$ cat src/rtl/bypass_defs.svh
`ifndef BYPASS_DEFS_SVH
`define BYPASS_DEFS_SVH

////////////////////////////////////////////////////////////
// datapath sizes
////////////////////////////////////////////////////////////

// width of one architectural register
`define XLEN 32

// register index width
`define REG_ADDR_W 5

// depth of the architectural register file
`define REG_COUNT 32

// one enable bit per byte lane of a word
`define BYTE_EN_W (`XLEN / 8)

`endif

$ cat src/rtl/bypassPkg.sv
`default_nettype none

`include "bypass_defs.svh"

package bypassPkg;

	////////////////////////////////////////////////////////////
	// shared datapath types
	////////////////////////////////////////////////////////////

	// one register value
	typedef logic [`XLEN-1:0] wordT;

	// register file index
	typedef logic [`REG_ADDR_W-1:0] regAddrT;

	// mem stage byte lane enable, one-hot for byte loads
	typedef logic [`BYTE_EN_W-1:0] byteEnT;

endpackage

`default_nettype wire

$ cat src/rtl/stageBus.sv
`timescale 1ns/1ps
`default_nettype none

// one stage's pending register write, already cleaned
interface stageBus
	import bypassPkg::*;
();

	regAddrT wrAddr;
	wordT    wrData;
	logic    wrEn;
	// data already produced by this stage
	logic    dataValid;

	modport producer (
		output wrAddr,
		output wrData,
		output wrEn,
		output dataValid
	);

	modport consumer (
		input wrAddr,
		input wrData,
		input wrEn,
		input dataValid
	);

endinterface

`default_nettype wire

$ cat src/rtl/bypassCollect.sv
`timescale 1ns/1ps
`default_nettype none

`include "bypass_defs.svh"

module bypassCollect
	import bypassPkg::*;
(
	// exe stage
	input  regAddrT exeWrAddr,
	input  wordT    exeAluResult,
	input  logic    exeDataValid,
	input  logic    exeWrEn,

	// mem stage
	input  regAddrT memWrAddr,
	input  wordT    memReadData,
	input  byteEnT  memByteEn,
	input  logic    memByteLoad,
	input  logic    memDataValid,
	input  logic    memWrEn,

	// wb stage
	input  regAddrT wbWrAddr,
	input  wordT    wbWrData,
	input  logic    wbDataValid,
	input  logic    wbWrEn,

	stageBus.producer exeBus,
	stageBus.producer memBus,
	stageBus.producer wbBus
);

	logic exeToZero;
	logic memToZero;
	logic wbToZero;
	wordT memLoadData;

	function automatic wordT signExtByte(input logic [7:0] loadByte);
		return {{(`XLEN - 8){loadByte[7]}}, loadByte};
	endfunction

	////////////////////////////////////////////////////////////
	// mem load data
	////////////////////////////////////////////////////////////

	// byte loads pick the lane named by the one-hot enable
	always_comb
	begin
		if (memByteLoad)
		begin
			case (memByteEn)
				4'b0001: memLoadData = signExtByte(memReadData[7:0]);
				4'b0010: memLoadData = signExtByte(memReadData[15:8]);
				4'b0100: memLoadData = signExtByte(memReadData[23:16]);
				4'b1000: memLoadData = signExtByte(memReadData[31:24]);
				// malformed enable, nothing sensible to forward
				default: memLoadData = '0;
			endcase
		end
		else
		begin
			memLoadData = memReadData;
		end
	end

	////////////////////////////////////////////////////////////
	// register 0 filtering
	////////////////////////////////////////////////////////////

	// x0 is hardwired, so a write to it is no write at all
	assign exeToZero = (exeWrAddr == '0);
	assign memToZero = (memWrAddr == '0);
	assign wbToZero  = (wbWrAddr == '0);

	assign exeBus.wrAddr    = exeWrAddr;
	assign exeBus.wrData    = exeToZero ? '0 : exeAluResult;
	assign exeBus.wrEn      = exeWrEn && !exeToZero;
	assign exeBus.dataValid = exeDataValid;

	assign memBus.wrAddr    = memWrAddr;
	assign memBus.wrData    = memToZero ? '0 : memLoadData;
	assign memBus.wrEn      = memWrEn && !memToZero;
	assign memBus.dataValid = memDataValid;

	assign wbBus.wrAddr     = wbWrAddr;
	assign wbBus.wrData     = wbToZero ? '0 : wbWrData;
	assign wbBus.wrEn       = wbWrEn && !wbToZero;
	assign wbBus.dataValid  = wbDataValid;

endmodule

`default_nettype wire

$ cat src/rtl/regFile.sv
`timescale 1ns/1ps
`default_nettype none

`include "bypass_defs.svh"

module regFile
	import bypassPkg::*;
(
	input  logic    clk,
	input  logic    rstN,

	// write port, fed by the cleaned wb record
	stageBus.consumer wb,

	// two combinational read ports
	input  regAddrT rdAddrA,
	input  regAddrT rdAddrB,
	output wordT    rdDataA,
	output wordT    rdDataB
);

	wordT regs [`REG_COUNT];

	////////////////////////////////////////////////////////////
	// write port
	////////////////////////////////////////////////////////////

	// x0 stays zero since the collector never enables a write to it
	always_ff @(posedge clk or negedge rstN)
	begin
		if (!rstN)
		begin
			for (int i = 0; i < `REG_COUNT; i++)
			begin
				regs[i] <= '0;
			end
		end
		else if (wb.wrEn)
		begin
			regs[wb.wrAddr] <= wb.wrData;
		end
	end

	////////////////////////////////////////////////////////////
	// read ports
	////////////////////////////////////////////////////////////

	// no internal write-through, the wb bypass covers same-cycle reads
	assign rdDataA = regs[rdAddrA];
	assign rdDataB = regs[rdAddrB];

endmodule

`default_nettype wire

$ cat src/rtl/operandSelect.sv
`timescale 1ns/1ps
`default_nettype none

module operandSelect
	import bypassPkg::*;
(
	input  regAddrT srcAddr,

	// pending writes, youngest first
	stageBus.consumer exe,
	stageBus.consumer mem,
	stageBus.consumer wb,

	input  wordT    rfData,
	output wordT    operand,
	output logic    hazard
);

	logic exeHit;
	logic memHit;
	logic wbHit;

	// enables are already clear for x0, so no zero test here
	assign exeHit = exe.wrEn && (exe.wrAddr == srcAddr);
	assign memHit = mem.wrEn && (mem.wrAddr == srcAddr);
	assign wbHit  = wb.wrEn && (wb.wrAddr == srcAddr);

	////////////////////////////////////////////////////////////
	// forwarding mux
	////////////////////////////////////////////////////////////

	// youngest match wins
	// hazard when that stage has not produced its value yet
	always_comb
	begin
		operand = rfData;
		hazard  = 1'b0;
		if (exeHit)
		begin
			operand = exe.wrData;
			hazard  = !exe.dataValid;
		end
		else if (memHit)
		begin
			operand = mem.wrData;
			hazard  = !mem.dataValid;
		end
		else if (wbHit)
		begin
			operand = wb.wrData;
			hazard  = !wb.dataValid;
		end
	end

endmodule

`default_nettype wire

$ cat src/rtl/bypassUnit.sv
`timescale 1ns/1ps
`default_nettype none

module bypassUnit
	import bypassPkg::*;
(
	input  logic    clk,
	input  logic    rstN,

	// exe stage
	input  regAddrT exeWrAddr,
	input  wordT    exeAluResult,
	input  logic    exeDataValid,
	input  logic    exeWrEn,

	// mem stage
	input  regAddrT memWrAddr,
	input  wordT    memReadData,
	input  byteEnT  memByteEn,
	input  logic    memByteLoad,
	input  logic    memDataValid,
	input  logic    memWrEn,

	// wb stage
	input  regAddrT wbWrAddr,
	input  wordT    wbWrData,
	input  logic    wbDataValid,
	input  logic    wbWrEn,

	// id stage sources
	input  regAddrT rs1Addr,
	input  regAddrT rs2Addr,
	output wordT    rs1Data,
	output wordT    rs2Data,
	output logic    stall
);

	wordT rfData1;
	wordT rfData2;
	logic hazard1;
	logic hazard2;

	stageBus exeBus ();
	stageBus memBus ();
	stageBus wbBus ();

	////////////////////////////////////////////////////////////
	// stage records and architectural state
	////////////////////////////////////////////////////////////

	bypassCollect collect (
		.exeWrAddr    (exeWrAddr),
		.exeAluResult (exeAluResult),
		.exeDataValid (exeDataValid),
		.exeWrEn      (exeWrEn),
		.memWrAddr    (memWrAddr),
		.memReadData  (memReadData),
		.memByteEn    (memByteEn),
		.memByteLoad  (memByteLoad),
		.memDataValid (memDataValid),
		.memWrEn      (memWrEn),
		.wbWrAddr     (wbWrAddr),
		.wbWrData     (wbWrData),
		.wbDataValid  (wbDataValid),
		.wbWrEn       (wbWrEn),
		.exeBus       (exeBus.producer),
		.memBus       (memBus.producer),
		.wbBus        (wbBus.producer)
	);

	regFile rf (
		.clk     (clk),
		.rstN    (rstN),
		.wb      (wbBus.consumer),
		.rdAddrA (rs1Addr),
		.rdAddrB (rs2Addr),
		.rdDataA (rfData1),
		.rdDataB (rfData2)
	);

	////////////////////////////////////////////////////////////
	// operand selection, one per source
	////////////////////////////////////////////////////////////

	operandSelect opSel1 (
		.srcAddr (rs1Addr),
		.exe     (exeBus.consumer),
		.mem     (memBus.consumer),
		.wb      (wbBus.consumer),
		.rfData  (rfData1),
		.operand (rs1Data),
		.hazard  (hazard1)
	);

	operandSelect opSel2 (
		.srcAddr (rs2Addr),
		.exe     (exeBus.consumer),
		.mem     (memBus.consumer),
		.wb      (wbBus.consumer),
		.rfData  (rfData2),
		.operand (rs2Data),
		.hazard  (hazard2)
	);

	// load-use on either source holds id
	assign stall = hazard1 | hazard2;

endmodule

`default_nettype wire

$ cat config.mk
export PLATFORM = sky130hd
export DESIGN_NAME = bypassUnit
export DESIGN_NICKNAME = d
export VERILOG_FILES = /design/src/rtl/bypassPkg.sv /design/src/rtl/stageBus.sv /design/src/rtl/bypassCollect.sv /design/src/rtl/regFile.sv /design/src/rtl/operandSelect.sv /design/src/rtl/bypassUnit.sv
export VERILOG_INCLUDE_DIRS = /design/src /design/src/rtl
export SDC_FILE = /design/constraint.sdc
export NUM_CORES = 2
export LEC_CHECK = 0
export BUFFER_PORTS_ARGS = -buffer_cell sky130_fd_sc_hd__buf_2
export CELL_PAD_IN_SITES_DETAIL_PLACEMENT = 2
export CELL_PAD_IN_SITES_GLOBAL_PLACEMENT = 2
export CORE_ASPECT_RATIO = 1.1
export CORE_MARGIN = 2
export CORE_UTILIZATION = 38
export CTS_CLUSTER_SIZE = 20
export DETAILED_ROUTE_END_ITERATION = 6
export PLACE_DENSITY_LB_ADDON = 0.05
export SLEW_MARGIN = 20
export SYNTH_ARGS = -nofsm -noshare
export SYNTH_HDL_FRONTEND = slang
export SYNTH_SLANG_ARGS = --single-unit
$ cat constraint.sdc
create_clock -name clk -period 2.3 [get_ports clk]
set_input_delay 0.23 -clock clk [delete_from_list [all_inputs] [get_ports clk]]
set_output_delay 0.23 -clock clk [all_outputs]
set_load 0.02 [all_outputs]
# Yosys cells after proc, flatten, opt, wreduce, memory -nomap -nowiden
# Index checks and enable logic that the tools add are counted.
# word_totals
ff_bits	1024
in_bits	134
out_inout_bits	65
# op_classes
n_mux	26
n_eq_ne	10
n_reduce_logical	19
n_bitwise	4
magnitude_cmp	4
# op_table
op	count
bitwise mux 1024 bit	1
two-way mux 32 bit	15
binary-select mux 32 bit (select 5 bit)	2
demux 32 bit (select 5 bit)	1
one-hot mux 32 bit (4 select lines)	1
== test 5 bit	6
>= comparator 6 bit, second input constant	3
NOT 5 -> 6 bit	3
logical NOT 5 bit	3
logical AND 1 bit	10
logical NOT 1 bit	6
less-than comparator 6 x 1 -> 1 bit, second input constant	1
two-way mux 1 bit	6
== test 4 x 1 -> 1 bit, second input constant	1
== test 4 x 2 -> 1 bit, second input constant	1
== test 4 x 3 -> 1 bit, second input constant	1
== test 4 bit, second input constant	1
OR 1 bit	1

# Longest topological paths before layout
# depth
ltp_word	8
ltp_mapped	11
mapped_depth_nobuf	6

# Modules after synthesis
# Synthesis repeated with hierarchy kept, for this count alone.
# unflattened
cells_unflattened	5242
hier_area_um2	61037.3
# modules_own_cells
mod	n_inst	area_each_um2	seq_area_each_um2	cells_each
regFile	1	56245.2	25624.6	4605
operandSelect	2	1749.2	0.0	213
bypassCollect	1	1287.5	0.0	210
bypassUnit	1	6.3	0.0	1

# Worst setup path before layout
# No wires, ideal clock.
# synth_path
kind	input to output
start	input rs1Addr[0]
end	output rs1Data[10]
t_arrival_ns	2.160
slack_ns	-0.090
stages	10
path_buffers	5
cell_sequence	buf_6 buf_8 buf_6 xor2_1 nor2_1 nand4_1 buf_2 and2_1 buf_2 a221oi_1
# synth_via
elab_chain_len	7
word_cells_on_any_way	13
classes_between	3 x eq/ne; 6 x mux; 1 x bitwise; 3 x reduce/logical
# synth_lines
item	line	text
from (decl)	bypassUnit.sv:31	input regAddrT rs1Addr,
NOT 5 -> 6 bit (implied by the code)	regFile.sv:49	assign rdDataA = regs[rdAddrA];
binary-select mux 32 bit (select 5 bit)	regFile.sv:49	
two-way mux 32 bit (implied by the code) (2 in series)	regFile.sv:49	
two-way mux 32 bit	operandSelect.sv:48	else if (wbHit)
two-way mux 32 bit	operandSelect.sv:43	else if (memHit)
two-way mux 32 bit (*)	operandSelect.sv:38	if (exeHit)
to (decl)	bypassUnit.sv:33	output wordT rs1Data,
# Every way passes the cells marked *; elsewhere a longest branch is shown, timed or not. The select of a mux whose other input is x is not followed.

# Worst setup path after layout
# layout_path
start	register rf.regs[187] in the netlist's numbering
end	output rs2Data[27]
# layout_via
elab_chain_len	6
# layout_lines
item	line	text
from (decl)	regFile.sv:22	wordT regs [`REG_COUNT];
from (signal, indexed assignment)	regFile.sv:40	regs[wb.wrAddr] <= wb.wrData;
binary-select mux 32 bit (select 5 bit)	regFile.sv:50	assign rdDataB = regs[rdAddrB];
two-way mux 32 bit (implied by the code) (2 in series)	regFile.sv:50	
two-way mux 32 bit	operandSelect.sv:48	
two-way mux 32 bit	operandSelect.sv:43	
two-way mux 32 bit	operandSelect.sv:38	
to (decl)	bypassUnit.sv:34	output wordT rs2Data,
# No other way between the ends. The select of a mux whose other input is x is not followed.

==> metrics.md <==
| Metric | Value |
|---|---|
| Final Critical Period | `3.16 ns` |
| Detailed Routing Iterations Pass 1 | `5` |
| Seq/Total Area, Yosys | `0.469` |
| FMAX | `316 MHz` |
| Initial antenna violation count | `9` |
| Most common library cells after synthesis | `nand2_1 (1130), o21ai_0 (1039), dfrtp_1 (1024)` |
| Clk_skew | `0 ns` |
| Die Span Y | `401 um` |
| Critical path fanouts, max | `2` |
| Synth Instances | `5145` |
| Yosys Warn Count | `0` |
| NumNets Final | `6004` |
| Endpoint class of the critical path | `primary output` |
| First-pass GRT wire length | `396000 um` |
| Yosys top cell area share | `0.469` |
| DR vias | `49900` |
| RSZ-0062 raised after global routing | `yes` |
| Number of H-tree levels | `3` |
| R2R depth | `5` |
| GRT overflow | `0` |
| CTS tree | `built` |
| Violated checks | `negative setup slack` |
| CTS root buf | `clkbuf_16` |
| CTS clk-pin slew, worst paths | `0.06 ns` |
| Power after layout | `58.4 mW` |
| Cell taking the most area after synthesis | `dfrtp_1` |
| RR Endpoint | `rf.regs[643]` |
| Pleak | `32.4 nW` |
| Setup_tns | `-35.09 ns` |
| Initial Util | `0.384` |
| Die width | `365 um` |
| Via-per-instance ratio | `6.33` |
| Synth unique cells | `62` |
| Top cells by area, synth | `dfrtp_1 (47%), mux4_2 (18%), o21ai_0 (9.5%)` |
| Full die area | `147000 um^2` |
| Worst setup SP type | `flip-flop` |
| Setup Viol. Count Final | `65` |
| Pin count of the biggest net entering global routing | `81` |
| Crit path DAT | `2.93 ns` |
| Max-slew violations | `0` |
| Longest Clk Path Bufs | `3` |
| Number of CTS-inserted buffers | `118` |
| Placed Cells incl. Taps | `7513` |
| Dpl hpwl | `188000 um` |
| Area growth from synthesis to layout | `32.4%` |
| Largest Register | `rf.regs` |
| DP Worst Slack | `-1.06 ns` |
| Post-synth EDFFs | `0` |
| Share of layout cells above drive strength 1 | `0.361` |
| GPL Wtd Cong | `0.899` |
| Hold Fails Final Rpt | `0` |
| Post-synthesis async set-or-reset flop share | `1.00` |
| Final WS setup | `-0.863 ns` |
| Wirelength, routed | `277000 um` |
| Vias in the first global route | `54900` |
| Later-pin clock latency in the skew report | `0.75 ns` |
| DR DRC count | `0` |
| Non-Filler Instances | `7888` |
| Reg-to-reg setup timing slack | `1.26 ns` |
| Syn nets | `5279` |
| CP Class | `flip-flop to primary output` |
| Most used DFF post-synth | `dfrtp_1` |
| Antenna viol nets, final | `0` |
| Syn Std Cell Area | `54600 um^2` |
| Data required time of the worst path | `2.07 ns` |
| Biggest regs | `rf.regs: 1024 flops` |
| Gr usage total | `0.375` |
| Site Rows | `145` |
| Post-route clock period utilization | `1.38` |
| Worst R2R Start | `rf.regs[643]` |
| #FFs+latches synth | `1024` |
| Max FFs per register | `1024` |
| Most frequent cell after synthesis | `nand2_1` |
| I/O pins | `199` |
| Slew headroom | `0.559` |
| Sequential cell area | `25600 um^2` |
| Port Buffers | `198` |
| Core area | `142000 um^2` |
| DR WL/cell | `35.1 um` |
| # fillers | `14100` |
| Clk sinks | `1024` |
| Synthesized area per cell | `10.6 um^2` |
| Min-delay worst type | `input pin to async pin` |
| Power per cell area | `808 nW/um^2` |
| Starting DRT DRC Count | `4358` |
| Max_cap viols | `0` |
| Area occupied by multi-input gates | `28600 um^2` |
| Pin slew with the least headroom to its limit | `0.660 ns` |
| Peak VDD IR | `0.621 mV` |
| Status | `complete, but fails checks` |
## how the worst max path moves through the flow
stage | endpoint | start
2_1_floorplan | rs1Data[10] | rs1Addr[0]
3_3_place_gp | rs1Data[24] | memWrAddr[4]
3_5_place_dp | rs1Data[24] | memWrAddr[3]
4_1_cts | rs2Data[27] | rf.regs[187]
5_1_grt | rs1Data[21] | rf.regs[149]
6_report | rs2Data[27] | rf.regs[187]
## worst max-delay path, cell delays in order, from the launching register on
cell and delay (ns):
dfrtp_1 0.38, mux4_2 0.48, a22o_1 0.25, a211oi_2 0.23, nor3_2 0.07, a221oi_2 0.34, buf_4 0.19, o22ai_2 0.07
buf_6 0.14
## cell families after synthesis
| group | synth area share |
|---|---|
| xor+xnor | 0.00481 |
| flops | 0.469 |
| mux | 0.218 |
| simple gates | 0.102 |
| compound gates | 0.159 |
| buf+inv | 0.0466 |
## cell type report
| cell class | count | area share |
|---|---|---|
| Multi-Input combinational cell | 3551 | 0.396 |
| Inverter | 1 | 0.0000519 |
| Clock inverter | 54 | 0.00715 |
| Antenna cell | 4 | 0.000138 |
| Sequential cell | 1024 | 0.355 |
| Tap cell | 1911 | 0.0331 |
| Clock buffer | 169 | 0.0475 |
| Timing Repair Buffer | 1174 | 0.161 |
## cells in the final DEF (no fill, tap or decap), types with 14 or more instances in the layout
cell / instances
nand2_1: 1084
dfrtp_1: 1024
o21ai_0: 1010
buf_4: 731
mux4_2: 440
buf_12: 205
mux2i_1: 174
buf_2: 131
clkbuf_16: 119
buf_6: 82
o22ai_1: 79
a21oi_1: 62
o221ai_1: 55
nor2_1: 39
clkinv_2: 39
a211oi_2: 38
a221oi_2: 30
nand2_4: 30
a21oi_2: 27
clkbuf_8: 27
nand3_1: 25
nand3b_1: 24
o22ai_2: 23
clkbuf_1: 23
o21ai_2: 19
nor2b_1: 19
nand2_2: 17
xnor2_1: 17
o22ai_4: 17
a22o_1: 16
nor3_1: 14
and2_1: 14
a221o_1: 14
## stage by stage
stage | instance area [um^2] | util | hold WS, ns
3_5_place_dp | 64600 | 0.454 | 0.215
4_1_cts | 71200 | 0.500 | 0.000300
5_1_grt | 72300 | 0.508 | 0.0518
2_1_floorplan | 54600 | - | -0.0656
3_3_place_gp | 64600 | 0.454 | 0.217
6_report | 72300 | 0.508 | 0.0277
## routing by layer
metal,vias up,track usage,share of wire
met2,2002,0.594,0.47
li1,20300,-,-
met3,626,0.0762,0.074
met5,-,0,0.00013
met4,6,0.190,0.053
met1,27000,0.488,0.40
## power breakdown
| part | switching, mW | internal (mW) |
|---|---|---|
| Clock | 8.43 | 11.1 |
| Sequential | 2.58 | 21.2 |
| Combinational | 7.58 | 7.42 |
| Total | 18.6 | 39.8 |
## repair_timing
action | 4_1_cts | 5_1_grt
buffers inserted | 100 | 66
hold buffers | 9 | 0
endpoints found under the setup margin | 65 | 65
pin swaps | 152 | 100
hold endpoints to repair | 630 | 0
cloned | 3 | 0
resized for setup | 407 | 138
(Power assumes the default switching activity.)
